## config.mk

```make
export PLATFORM = sky130hd
export DESIGN_NAME = controlUnit
export DESIGN_NICKNAME = d
export VERILOG_FILES = /design/src/logic/cuPkg.sv /design/src/logic/controlUnit.sv /design/src/logic/controlWordGen.sv /design/src/logic/instrDecoder.sv /design/src/logic/sequencer.sv
export SDC_FILE = /design/constraint.sdc
export NUM_CORES = 1
export LEC_CHECK = 0
export BUFFER_PORTS_ARGS = -buffer_cell sky130_fd_sc_hd__buf_4
export CORE_MARGIN = 2
export CORE_UTILIZATION = 45
export CTS_CLUSTER_SIZE = 28
export DETAILED_ROUTE_END_ITERATION = 16
export GPL_TIMING_DRIVEN = 1
export PLACE_DENSITY = 0.73
export SLEW_MARGIN = 10
export SYNTH_ARGS = -nofsm -noshare
export SYNTH_HDL_FRONTEND = slang
export SYNTH_HIERARCHICAL = 1
export SYNTH_SLANG_ARGS = --single-unit
```

## constraint.sdc

```tcl
create_clock -name Clk -period 4.85 [get_ports Clk]
set_input_delay 0.7275 -clock Clk [delete_from_list [all_inputs] [get_ports Clk]]
set_output_delay 0.7275 -clock Clk [all_outputs]
set_load 0.1 [all_outputs]
```

## src/logic/cuPkg.sv

```systemverilog
`default_nettype none

package cuPkg;

    localparam int dataWidth = 8;               // Instruction width

    // Upper instruction nibble
    typedef enum logic [dataWidth/2-1:0] {
        opJmp   = 4'h1,
        opCopy  = 4'h2,
        opLoad  = 4'h3,
        opStore = 4'h4,
        opReset = 4'h5,
        opMove  = 4'h6,
        opAdd   = 4'h7,
        opInc   = 4'h8,
        opEnd   = 4'h9
    } opcodeT;

    typedef logic [dataWidth/2-1:0] subOpT;     // Meaning depends on opcode

    localparam subOpT jmpM     = 4'h0;          // Compare M1 with M2
    localparam subOpT jmpK     = 4'h1;
    localparam subOpT jmpN     = 4'h2;

    localparam subOpT copyM    = 4'h0;          // Target RM1, core offset applied
    localparam subOpT copyK    = 4'h1;
    localparam subOpT copyN    = 4'h2;
    localparam subOpT copyR    = 4'h3;
    localparam subOpT copyT    = 4'h4;          // Target RT4, core offset applied

    localparam subOpT loadC1   = 4'h0;
    localparam subOpT loadC2   = 4'h1;

    localparam subOpT resetAll = 4'h0;
    localparam subOpT resetN2  = 4'h1;
    localparam subOpT resetK2  = 4'h2;
    localparam subOpT resetRt  = 4'h3;

    // MOVE copies AC into the target
    localparam subOpT moveRp   = 4'h0;
    localparam subOpT moveRt   = 4'h1;
    localparam subOpT moveC1   = 4'h2;
    localparam subOpT moveC3   = 4'h3;

    localparam subOpT addRt    = 4'h0;
    localparam subOpT addRr    = 4'h1;
    localparam subOpT addM2    = 4'h2;
    localparam subOpT addMem   = 4'h3;          // AC plus C3 with memory offset

    localparam subOpT incC2    = 4'h0;
    localparam subOpT incC3    = 4'h1;
    localparam subOpT incM2    = 4'h2;
    localparam subOpT incK2    = 4'h3;
    localparam subOpT incN2    = 4'h4;

    typedef struct packed {
        opcodeT opcode;
        subOpT  subOp;
    } instrT;

    typedef enum logic [4:0] {
        Fetch1, Fetch2, Fetch3,
        JmpCmp, JmpZero, JmpRead, JmpLoadAr, JmpLoadPc, JmpSkip,
        CopyRead, CopyLoadAr, CopyCoreOfs, CopyMemRd, CopyLoadDr, CopyWrite,
        LoadAddr, LoadMemRd, LoadLoadDr,
        StoreDr, StoreAddr, StoreMemWr,
        Hold, RegOp, EndOp
    } stateT;

    // Register write enables, RT4 is bit 14 and AC bit 0
    typedef struct packed {
        logic rt4, rr, pc, ir, ar, dr, rp, rt;
        logic rm1, rk1, rn1, c1, c2, c3, ac;
    } regMaskT;

    typedef enum logic [4:0] {
        busNone = 5'd0,  busAc  = 5'd1,  busC3  = 5'd2,  busC2  = 5'd3,
        busC1   = 5'd4,  busRn2 = 5'd5,  busRk2 = 5'd6,  busRm2 = 5'd7,
        busRn1  = 5'd8,  busRk1 = 5'd9,  busRm1 = 5'd10, busRt  = 5'd11,
        busRp   = 5'd12, busDr  = 5'd13, busAr  = 5'd14, busMem = 5'd15,
        busRr   = 5'd16, busRt4 = 5'd17
    } busSrcT;

    typedef struct packed {
        logic pc, rm2, rk2, rn2, c2, c3;
    } incMaskT;

    typedef struct packed {
        logic rt, rm2, rk2, rn2, ac;
    } clrMaskT;

    // Both comparator muxes share this select
    typedef enum logic [2:0] {
        compNone = 3'b000,
        compN    = 3'b001,
        compK    = 3'b010,
        compM    = 3'b100
    } compSelT;

    typedef enum logic [3:0] {
        aluNone   = 4'b0000,
        aluAdd    = 4'b0100,
        aluAddMem = 4'b1000
    } aluOpT;

    typedef struct packed {
        logic    iromRead;
        logic    memRead;
        logic    memWrite;
        logic    selAr;                         // AR loads from instruction ROM
        logic    coreIncAr;                     // AR plus core ID
        regMaskT regWrite;
        busSrcT  busSel;
        incMaskT incMask;
        clrMaskT clrMask;
        compSelT compSel;
        aluOpT   aluOp;
    } ctrlWordT;

    localparam ctrlWordT ctrlIdle = '{
        iromRead: 1'b0, memRead: 1'b0, memWrite: 1'b0, selAr: 1'b0, coreIncAr: 1'b0,
        regWrite: '0, busSel: busNone, incMask: '0, clrMask: '0,
        compSel: compNone, aluOp: aluNone
    };

    // Word of Fetch1, also the word right after reset
    localparam ctrlWordT ctrlFetch = '{
        iromRead: 1'b1, memRead: 1'b0, memWrite: 1'b0, selAr: 1'b0, coreIncAr: 1'b0,
        regWrite: '0, busSel: busNone, incMask: '0, clrMask: '0,
        compSel: compNone, aluOp: aluNone
    };

endpackage

`default_nettype wire

```

## src/logic/controlUnit.sv

```systemverilog
`timescale 1ns/1ps
`default_nettype none

module controlUnit (
    input  wire logic         Clk,
    input  wire logic         reset,
    input  wire cuPkg::instrT ins,           // From the external IR
    input  wire logic         imemAv,        // Instruction ROM has data
    input  wire logic         memAv,         // Data memory access complete
    input  wire logic         z,             // Comparator zero flag
    output cuPkg::ctrlWordT   ctrl,
    output logic              coreDone
);

    wire cuPkg::stateT execState;
    wire cuPkg::stateT nextState;

    instrDecoder u_instrDecoder (
        .ins       (ins),
        .execState (execState)
    );

    sequencer u_sequencer (
        .Clk       (Clk),
        .reset     (reset),
        .imemAv    (imemAv),
        .memAv     (memAv),
        .z         (z),
        .ins       (ins),
        .execState (execState),
        .state     (),
        .nextState (nextState),
        .coreDone  (coreDone)
    );

    // Registers the word of the state being entered
    controlWordGen u_controlWordGen (
        .Clk       (Clk),
        .reset     (reset),
        .nextState (nextState),
        .ins       (ins),
        .ctrl      (ctrl)
    );

endmodule

`default_nettype wire

```

## src/logic/controlWordGen.sv

```systemverilog
`timescale 1ns/1ps
`default_nettype none

module controlWordGen (
    input  wire logic         Clk,
    input  wire logic         reset,
    input  wire cuPkg::stateT nextState,
    input  wire cuPkg::instrT ins,
    output cuPkg::ctrlWordT   ctrl           // Word of the current state
);

    cuPkg::ctrlWordT word;

    always_comb begin
        word = cuPkg::ctrlIdle;
        case (nextState)
            cuPkg::Fetch1: word.iromRead = 1'b1;
            cuPkg::Fetch2: begin
                word.regWrite.ir = 1'b1;
                word.incMask.pc  = 1'b1;
            end
            cuPkg::JmpCmp: begin
                case (ins.subOp)
                    cuPkg::jmpM: word.compSel = cuPkg::compM;
                    cuPkg::jmpK: word.compSel = cuPkg::compK;
                    cuPkg::jmpN: word.compSel = cuPkg::compN;
                    default:     word.compSel = cuPkg::compNone;
                endcase
            end
            cuPkg::JmpRead, cuPkg::CopyRead: word.iromRead = 1'b1;   // Address byte
            cuPkg::JmpLoadAr: begin
                word.regWrite.ar = 1'b1;
                word.selAr       = 1'b1;
            end
            cuPkg::JmpLoadPc: begin
                word.regWrite.pc = 1'b1;
                word.busSel      = cuPkg::busAr;
            end
            cuPkg::JmpSkip: word.incMask.pc = 1'b1;             // Step over address byte
            cuPkg::CopyLoadAr: begin
                word.regWrite.ar = 1'b1;
                word.selAr       = 1'b1;
                word.incMask.pc  = 1'b1;
            end
            cuPkg::CopyCoreOfs: word.coreIncAr = 1'b1;
            cuPkg::CopyMemRd, cuPkg::LoadMemRd: begin
                word.memRead = 1'b1;
                word.busSel  = cuPkg::busMem;
            end
            cuPkg::CopyLoadDr, cuPkg::LoadLoadDr: begin
                word.regWrite.dr = 1'b1;
                word.busSel      = cuPkg::busMem;
            end
            cuPkg::CopyWrite: begin
                word.busSel = cuPkg::busDr;
                case (ins.subOp)
                    cuPkg::copyM: word.regWrite.rm1 = 1'b1;
                    cuPkg::copyK: word.regWrite.rk1 = 1'b1;
                    cuPkg::copyN: word.regWrite.rn1 = 1'b1;
                    cuPkg::copyR: word.regWrite.rr  = 1'b1;
                    cuPkg::copyT: word.regWrite.rt4 = 1'b1;
                    default:      word.regWrite     = '0;
                endcase
            end
            cuPkg::LoadAddr: begin
                word.regWrite.ar = 1'b1;
                word.busSel = (ins.subOp == cuPkg::loadC2) ? cuPkg::busC2 : cuPkg::busC1;
            end
            cuPkg::StoreDr: begin
                word.regWrite.dr = 1'b1;                          // DR from RT
                word.busSel      = cuPkg::busRt;
            end
            cuPkg::StoreAddr: begin
                word.regWrite.ar = 1'b1;
                word.busSel      = cuPkg::busC3;
            end
            cuPkg::StoreMemWr: begin
                word.memWrite = 1'b1;
                word.busSel   = cuPkg::busDr;
            end
            // Keep the pending strobe so the request stays stable
            cuPkg::Hold: begin
                word.memRead  = ctrl.memRead;
                word.memWrite = ctrl.memWrite;
            end
            cuPkg::RegOp: begin
                case (ins.opcode)
                    cuPkg::opReset: begin
                        case (ins.subOp)
                            cuPkg::resetAll: word.clrMask     = '1;
                            cuPkg::resetN2:  word.clrMask.rn2 = 1'b1;
                            cuPkg::resetK2:  word.clrMask.rk2 = 1'b1;
                            cuPkg::resetRt:  word.clrMask.rt  = 1'b1;
                            default:         word.clrMask     = '0;
                        endcase
                    end
                    cuPkg::opMove: begin
                        word.busSel = cuPkg::busAc;
                        case (ins.subOp)
                            cuPkg::moveRp: word.regWrite.rp = 1'b1;
                            cuPkg::moveRt: word.regWrite.rt = 1'b1;
                            cuPkg::moveC1: word.regWrite.c1 = 1'b1;
                            cuPkg::moveC3: word.regWrite.c3 = 1'b1;
                            default:       word.regWrite    = '0;
                        endcase
                    end
                    cuPkg::opAdd: begin
                        word.regWrite.ac = 1'b1;                  // Result lands in AC
                        word.aluOp       = cuPkg::aluAdd;
                        case (ins.subOp)
                            cuPkg::addRt: word.busSel = cuPkg::busRt;
                            cuPkg::addRr: word.busSel = cuPkg::busRr;
                            cuPkg::addM2: word.busSel = cuPkg::busRm2;
                            default: begin
                                word.busSel = cuPkg::busC3;
                                word.aluOp  = cuPkg::aluAddMem;
                            end
                        endcase
                    end
                    cuPkg::opInc: begin
                        case (ins.subOp)
                            cuPkg::incC2: word.incMask.c2  = 1'b1;
                            cuPkg::incC3: word.incMask.c3  = 1'b1;
                            cuPkg::incM2: word.incMask.rm2 = 1'b1;
                            cuPkg::incK2: word.incMask.rk2 = 1'b1;
                            cuPkg::incN2: word.incMask.rn2 = 1'b1;
                            default:      word.incMask     = '0;
                        endcase
                    end
                    default: word = cuPkg::ctrlIdle;
                endcase
            end
            default: word = cuPkg::ctrlIdle;                      // Fetch3, JmpZero, EndOp
        endcase
    end

    always_ff @(posedge Clk) begin
        if (reset) begin
            ctrl <= cuPkg::ctrlFetch;
        end else begin
            ctrl <= word;
        end
    end

endmodule

`default_nettype wire

```

## src/logic/instrDecoder.sv

```systemverilog
`timescale 1ns/1ps
`default_nettype none

module instrDecoder (
    input  wire cuPkg::instrT ins,
    output cuPkg::stateT      execState      // First execute state after Fetch3
);

    always_comb begin
        execState = cuPkg::Fetch1;           // Unknown opcode or sub-op goes back to fetch
        case (ins.opcode)
            cuPkg::opJmp: begin
                if (ins.subOp inside {cuPkg::jmpM, cuPkg::jmpK, cuPkg::jmpN}) begin
                    execState = cuPkg::JmpCmp;
                end
            end
            cuPkg::opCopy: begin
                if (ins.subOp inside {cuPkg::copyM, cuPkg::copyK, cuPkg::copyN,
                                      cuPkg::copyR, cuPkg::copyT}) begin
                    execState = cuPkg::CopyRead;
                end
            end
            cuPkg::opLoad: begin
                if (ins.subOp inside {cuPkg::loadC1, cuPkg::loadC2}) begin
                    execState = cuPkg::LoadAddr;
                end
            end
            cuPkg::opStore: execState = cuPkg::StoreDr;     // No sub-op
            // Single cycle register ops
            cuPkg::opReset: begin
                if (ins.subOp inside {cuPkg::resetAll, cuPkg::resetN2,
                                      cuPkg::resetK2, cuPkg::resetRt}) begin
                    execState = cuPkg::RegOp;
                end
            end
            cuPkg::opMove: begin
                if (ins.subOp inside {cuPkg::moveRp, cuPkg::moveRt,
                                      cuPkg::moveC1, cuPkg::moveC3}) begin
                    execState = cuPkg::RegOp;
                end
            end
            cuPkg::opAdd: begin
                if (ins.subOp inside {cuPkg::addRt, cuPkg::addRr,
                                      cuPkg::addM2, cuPkg::addMem}) begin
                    execState = cuPkg::RegOp;
                end
            end
            cuPkg::opInc: begin
                if (ins.subOp inside {cuPkg::incC2, cuPkg::incC3, cuPkg::incM2,
                                      cuPkg::incK2, cuPkg::incN2}) begin
                    execState = cuPkg::RegOp;
                end
            end
            cuPkg::opEnd: execState = cuPkg::EndOp;
            default: execState = cuPkg::Fetch1;
        endcase
    end

endmodule

`default_nettype wire

```

## src/logic/sequencer.sv

```systemverilog
`timescale 1ns/1ps
`default_nettype none

module sequencer (
    input  wire logic         Clk,
    input  wire logic         reset,
    input  wire logic         imemAv,
    input  wire logic         memAv,
    input  wire logic         z,
    input  wire cuPkg::instrT ins,
    input  wire cuPkg::stateT execState,
    output cuPkg::stateT      state,
    output cuPkg::stateT      nextState,
    output logic              coreDone
);

    logic         zReg;                      // Comparator flag, one cycle late
    logic         memAvReg;
    logic         jmpMFlag;                  // Current jump compares M1 with M2
    cuPkg::stateT heldState;                 // Memory state waiting in Hold
    cuPkg::stateT resumeState;

    // Continuation once the held memory access completes
    always_comb begin
        case (heldState)
            cuPkg::CopyMemRd: resumeState = cuPkg::CopyLoadDr;
            cuPkg::LoadMemRd: resumeState = cuPkg::LoadLoadDr;
            default:          resumeState = cuPkg::Fetch1;     // Store done
        endcase
    end

    always_comb begin
        nextState = cuPkg::Fetch1;
        case (state)
            cuPkg::Fetch1:     nextState = imemAv ? cuPkg::Fetch2 : cuPkg::Fetch1;
            cuPkg::Fetch2:     nextState = cuPkg::Fetch3;
            cuPkg::Fetch3:     nextState = execState;
            cuPkg::JmpCmp:     nextState = cuPkg::JmpZero;
            cuPkg::JmpZero: begin
                if (!zReg) begin
                    nextState = cuPkg::JmpRead;                   // Taken when pair differs
                end else if (jmpMFlag) begin
                    nextState = cuPkg::EndOp;                     // Outer loop finished
                end else begin
                    nextState = cuPkg::JmpSkip;
                end
            end
            cuPkg::JmpRead:    nextState = cuPkg::JmpLoadAr;
            cuPkg::JmpLoadAr:  nextState = cuPkg::JmpLoadPc;
            cuPkg::JmpLoadPc:  nextState = cuPkg::Fetch1;
            cuPkg::JmpSkip:    nextState = cuPkg::Fetch1;
            cuPkg::CopyRead:   nextState = cuPkg::CopyLoadAr;
            cuPkg::CopyLoadAr: begin
                // M and RT4 addresses are offset by the core ID
                if (ins.subOp == cuPkg::copyM || ins.subOp == cuPkg::copyT) begin
                    nextState = cuPkg::CopyCoreOfs;
                end else begin
                    nextState = cuPkg::CopyMemRd;
                end
            end
            cuPkg::CopyCoreOfs: nextState = cuPkg::CopyMemRd;
            cuPkg::CopyMemRd:  nextState = memAvReg ? cuPkg::CopyLoadDr : cuPkg::Hold;
            cuPkg::CopyLoadDr: nextState = cuPkg::CopyWrite;
            cuPkg::CopyWrite:  nextState = cuPkg::Fetch1;
            cuPkg::LoadAddr:   nextState = cuPkg::LoadMemRd;
            cuPkg::LoadMemRd:  nextState = memAvReg ? cuPkg::LoadLoadDr : cuPkg::Hold;
            cuPkg::LoadLoadDr: nextState = cuPkg::Fetch1;
            cuPkg::StoreDr:    nextState = cuPkg::StoreAddr;
            cuPkg::StoreAddr:  nextState = cuPkg::StoreMemWr;
            cuPkg::StoreMemWr: nextState = memAvReg ? cuPkg::Fetch1 : cuPkg::Hold;
            cuPkg::Hold:       nextState = memAvReg ? resumeState : cuPkg::Hold;
            cuPkg::RegOp:      nextState = cuPkg::Fetch1;
            cuPkg::EndOp:      nextState = cuPkg::EndOp;       // Parked until reset
            default:           nextState = cuPkg::Fetch1;
        endcase
    end

    always_ff @(posedge Clk) begin
        if (reset) begin
            state     <= cuPkg::Fetch1;
            zReg      <= 1'b0;
            memAvReg  <= 1'b0;
            jmpMFlag  <= 1'b0;
            heldState <= cuPkg::Fetch1;
            coreDone  <= 1'b0;
        end else begin
            state    <= nextState;
            zReg     <= z;
            memAvReg <= memAv;
            if (nextState == cuPkg::JmpCmp) begin
                jmpMFlag <= (ins.subOp == cuPkg::jmpM);
            end
            if (nextState == cuPkg::Hold && state != cuPkg::Hold) begin
                heldState <= state;
            end
            if (nextState == cuPkg::EndOp) begin
                coreDone <= 1'b1;                          // Sticky
            end
        end
    end

endmodule

`default_nettype wire

```

* Word level (Yosys, flattened, before mapping)
Cells that the tools add are included.
** Operators by class
- Equal/unequal tests :: 55
- Multiplexer cells :: 43
- Bitwise operators :: 5
- Reduce and logical (&&, ||, !) cells :: 26
** Operators by type and width (number)
- case mux 5 bit (19 select lines) :: 1
- == test 5 x 4 -> 1 bit (second input constant) :: 15
- == test 5 bit (second input constant) :: 15
- case mux 5 bit (7 select lines) :: 2
- 2-to-1 mux 5 bit :: 7
- == test 5 x 3 -> 1 bit (second input constant) :: 6
- OR reduction 3 bit :: 8
- == test 4 x 3 -> 1 bit (second input constant) :: 5
- case mux 9 bit (2 select lines) :: 1
- == test 4 x 2 -> 1 bit (second input constant) :: 4
- == test 5 x 2 -> 1 bit (second input constant) :: 3
- case mux 5 bit (3 select lines) :: 1
- case mux 1 bit (2 select lines) :: 7
- OR reduction 2 bit :: 7
- 2-to-1 mux 1 bit :: 12
- 2-to-1 mux 4 bit :: 3
- case mux 6 bit (2 select lines) :: 1
- == test 5 x 1 -> 1 bit (second input constant) :: 2
- zero test 5 bit :: 2
- case mux 5 bit (2 select lines) :: 1
- 2-to-1 mux 3 bit :: 3
- case mux 3 bit (3 select lines) :: 1
- == test 4 x 1 -> 1 bit (second input constant) :: 2
- == test 4 bit (second input constant) :: 2
- other kinds (13) :: 18
** Word-level totals
- Register bits after elaboration :: 56
- Bits of input ports :: 13
- Output and inout bits :: 44
- Logic and storage cells :: 168

* Longest topological paths before layout
- Depth after elaboration :: 8
- Gate-level depth with buffers :: 14
- Mapped depth without buffers :: 12

* Hierarchy
Netlist, hierarchy kept.
** By module, submodules not included
- controlWordGen :: instances 1, cells each 170, area an instance 1566.5 um^2, sequential area each 780.7 um^2
- sequencer :: instances 1, cells each 129, area an instance 1089.8 um^2, sequential area each 280.3 um^2
- instrDecoder :: instances 1, cells each 29, area an instance 168.9 um^2, sequential area each 0.0 um^2

* Worst setup path before layout
Ideal clock, no wire load.
- Path type :: input port to flip-flop
- From :: in ins[4] (netlist bit)
- To :: reg u_controlWordGen/ctrl[15] (netlist name)
- Arrival time :: 2805 ps
- Data required time :: 4762 ps
- Slack :: 1957 ps
- Cell stages on the path :: 11
- Buffers on the path :: 0
- Cells stage by stage :: or3b_1 > a21o_1 > o211ai_2 > nor4b_2 > a31oi_1 > o311a_4 > inv_1 > and4bb_1 > and2b_2 > nand4b_4 > nor4_2
** Between the ends
- Longest elaborated chain between the ends :: 7
- Elaborated cells between the ends (all ways) :: 16
** Ends and longest elaborated chain
- start, declared :: RTL line controlUnit.sv:7 : input wire cuPkg::instrT ins,
- == test 4 x 3 -> 1 bit :: RTL line instrDecoder.sv:11 : case (ins.opcode)
- OR reduction 3 bit (no source line)
- case mux 5 bit (7 select lines) * :: RTL line instrDecoder.sv:11
- via execState[1] :: RTL line controlUnit.sv:15 : wire cuPkg::stateT execState;
- case mux 5 bit (19 select lines) * :: RTL line sequencer.sv:34 : case (state)
- via nextState[1] :: RTL line controlUnit.sv:16 : wire cuPkg::stateT nextState;
- == test 5 bit * :: RTL line controlWordGen.sv:16 : case (nextState)
- inverter 1 bit (no source line) *
- OR reduction 3 bit (no source line) *
Mark *: on every way through the listed nets, which the timed path passes. The rest lies on a longest branch.
A chain may end at the register's enable or synchronous reset.

* Final worst setup path
- From :: in ins[2] (netlist bit)
- To :: reg u_controlWordGen/ctrl[5] (netlist name)
** Between the ends
- Longest elaborated chain between the ends :: 8
- Elaborated cells between the ends (all ways) :: 22
** Ends and longest elaborated chain (RTL line)
- == test 4 x 1 -> 1 bit (tied with other cells)
- nonzero test 5 bit or nonzero test 4 bit (tied branches)
- 2-to-1 mux 5 bit, on equally long branches
- case mux 5 bit (7 select lines) * :: instrDecoder.sv:11
- via execState[4] :: controlUnit.sv:15
- case mux 5 bit (19 select lines) * :: sequencer.sv:34
- via nextState[4] :: controlUnit.sv:16
- == test 5 x 2 -> 1 bit * :: controlWordGen.sv:16
- inverter 1 bit (no source line) *
- OR reduction 2 bit (no source line) *
Marks and branches as above.

==> impl_metrics.json <==
{
  "drc": 0,
  "hold_viol_final": 0,
  "slew-limit-headroom": 0.5205,
  "end_kind": "register",
  "first_pass_iters": 5,
  "fp.dieArea_um2": 6928,
  "place_hpwl_mm": 4.451,
  "crit_slowest_cell": "a311oi_2",
  "maxCapViolCount": 0,
  "critPathTopFamily": "simple AND/OR/NAND/NOR gates",
  "final_core_util": 0.5395,
  "avgSynthCellArea_um2": 8.613,
  "worstPathRequired_ps": 5080,
  "cts_setup_buffers": 0,
  "powerDensity_nw_per_um2": 347.0,
  "async_flop_share": 0,
  "syn_to_final_growth_pct": 14.39,
  "vias_per_cell": 5.502,
  "synth_top_area_share": 0.3756,
  "crit_fanout": 14,
  "drive_gt1_frac": 0.2247,
  "ys_ff_latch": 53,
  "fp-row-count": 28,
  "portBuffers": 53,
  "clockBufferDepth": 2,
  "startpoint_type": "input pin",
  "path_cells": "buf_4, o21ai_0, nand3_1, nand3_2, nor4b_1, a31oi_1, o22ai_1, a311oi_2, inv_1, nand2b_1, or3_1, or3_1, nor2_1",
  "routabilityCongestion": 0.9005,
  "ys.flop_type": "dfxtp_1",
  "clock_sinks": 53,
  "die_width_um": 83.24,
  "yosys_warnings": 6,
  "die_h_um": 83.24,
  "core_um2": 5991,
  "run_status": "completed",
  "num_antenna_cells": 0,
  "yosysSeqAreaShare": 0.3756,
  "worst_pin_slew_ps": 718.2,
  "fmax_mhz": 299.9,
  "finalNetCount": 377,
  "vias": 2421,
  "peakVddDrop_uv": 225.2,
  "max_stage_delay_ps": 380,
  "min_period_over_period": 0.6874,
  "synth_edf_count": 0,
  "antenna_found_initial": 0,
  "clock-root-buffer": "clkbuf_8",
  "cp.arrival_ps": 3570,
  "final-setup-viol-count": 0,
  "fin_crit_ps": 3334,
  "grt_pass1_vias": 2255,
  "h-tree-depth": 2,
  "finalNonFillerCells": 440,
  "postSynthCellCount": 328,
  "netlist_area_um2": 2825,
  "cts_buffers": 5,
  "wl_mm": 6.058,
  "yosys.area.top_type": "dfxtp_1",
  "cts_resized": 0,
  "ctsHoldBuffers": 0,
  "setup-tns-final_ps": 0,
  "grt_use_total": 0.1785,
  "cts.clk_slew.worst_paths_ps": 90,
  "grt_max_degree": 28,
  "power_leakage_nw": 1.274,
  "drtAntennaViolNets": 0,
  "yosys-top-cells-area": "dfxtp_1 (38%), nor2_1 (5.3%), nor2b_1 (3.1%)",
  "finClkSkew_ps": 5.766,
  "route.detailed.wl_per_inst_um": 13.77,
  "cts_tree": "done",
  "path_common_cell": "or3_1",
  "gr-total-overflow": 0,
  "worst-setup-path-type": "input pin to register",
  "dp.cells": 432,
  "clk_latency_ps": 300,
  "drv_slew": 0,
  "cp_num_buf_inv": 2,
  "start_util": 0.4716,
  "synth_cell_types": 67,
  "rsz0062_at_grt": "false",
  "grt_first_pass_wirelength_mm": 10.48,
  "ios": 57,
  "worstHoldPathType": "register to register",
  "first_iter_violations": 163
}
[cell type report]
class / instances / area, µm²
multi-input combinational: 237 / 1535
fill: 575 / 2759
clock buffer: 5 / 68.82
timing repair buffer: 53 / 397.9
inverter: 14 / 52.55
sequential: 53 / 1061
tap: 75 / 93.84
clock inverter: 3 / 22.52
[metal layers]
layer  global-route usage  part of all wire  up-vias  wire [µm]
li1                     -                 -     1231          -
met2               0.3072              0.50       74       3004
met3              0.04175             0.058        6        353
met4              0.04322            0.0094        0         57
met5                    0                 0        -          0
met1               0.2254              0.44     1110       2643
[cell families (layout without fill, tap and decap cells)]
logic type,after synthesis,count (layout),share of synthesized area
AOI/OAI and AO/OA,62,62,0.1559
DFF,53,53,0.3756
xor gates and xnor gates,5,5,0.01550
muxes,4,4,0.01594
and+or+nand+nor,163,163,0.3521
other,1,3,0.001327
buffers and inverters,40,75,0.08370
[path summary, 6_finish.rpt]
check | startpoint | end | slack (ps) | cells past startpoint
max reg2reg | u_sequencer/state[4]$_SDFF_PP0_ | u_controlWordGen/ctrl[5]$_SDFF_PP0_ | 1590 | 8
min | u_sequencer/coreDone$_SDFFE_PP0N_ | u_sequencer/coreDone$_SDFFE_PP0N_ | 480 | 2
max | ins[2] | u_controlWordGen/ctrl[5]$_SDFF_PP0_ | 1520 | 13
min reg2reg | u_sequencer/coreDone$_SDFFE_PP0N_ | u_sequencer/coreDone$_SDFFE_PP0N_ | 480 | 2
[cells in the mapped netlist (all sizes together) (3+ instances only)]
library cell / count
nand3: 11
a31oi: 4
dfxtp: 53
clkbuf: 4
nand2: 21
o211ai: 3
a21oi: 16
a21o: 6
xor2: 4
a311oi: 3
nor2: 41
nor2b: 14
buf: 22
or3b: 3
nor4: 8
nor3: 10
inv: 14
nor4b: 4
nor3b: 8
o21ai: 14
nand4: 4
nand3b: 4
o221ai: 3
and2b: 3
nand2b: 12
or3: 6
mux2i: 3
[tightest hold or removal path, delay by kind of cell, from the launching register on]
family / cells / cell delay [ps]
flip-flops: 1 / 340
AND/OR/NAND/NOR: 1 / 70
AO/OA/AOI/OAI: 1 / 40
[power breakdown]
part / internal, W / leakage, nW / switching (W)
sequential: 0.000454 / 0.428 / 0.0000372
clock: 0.000103 / 0.0481 / 0.000140
combinational: 0.000118 / 0.797 / 0.000269
[metrics by stage]
step	hold slack [ps]	power [W]	worst slack [ps]	cell area, µm²
detailed placement	467.9	0.0008860	1220	3141
CTS	499.0	0.001129	1522	3232
global placement	456.2	0.0008816	1345	3141
floorplan	454.9	0.0008329	1957	2833
global route	517.9	0.001191	1289	3232
finish	484.6	0.001121	1516	3232
[layout by cell type, fill, tap and decap left out, types with 10 or more instances in the layout]
| master | Yosys | layout |
|---|---|---|
| a21oi_1 | 16 | 16 |
| buf_4 | 7 | 53 |
| dfxtp_1 | 53 | 53 |
| inv_1 | 14 | 14 |
| nand2_1 | 21 | 21 |
| nand2b_1 | 12 | 12 |
| nand3_1 | 10 | 10 |
| nor2_1 | 40 | 40 |
| nor2b_1 | 14 | 14 |
| o21ai_0 | 11 | 11 |
[sequential cells by signal, summed over array words and instances, names as in the netlist]
register	cells
u_controlWordGen/ctrl	39
u_sequencer/coreDone	1
u_sequencer/heldState	5
u_sequencer/jmpMFlag	1
u_sequencer/memAvReg	1
u_sequencer/state	5
u_sequencer/zReg	1
Power figures use the tool's default switching activity.
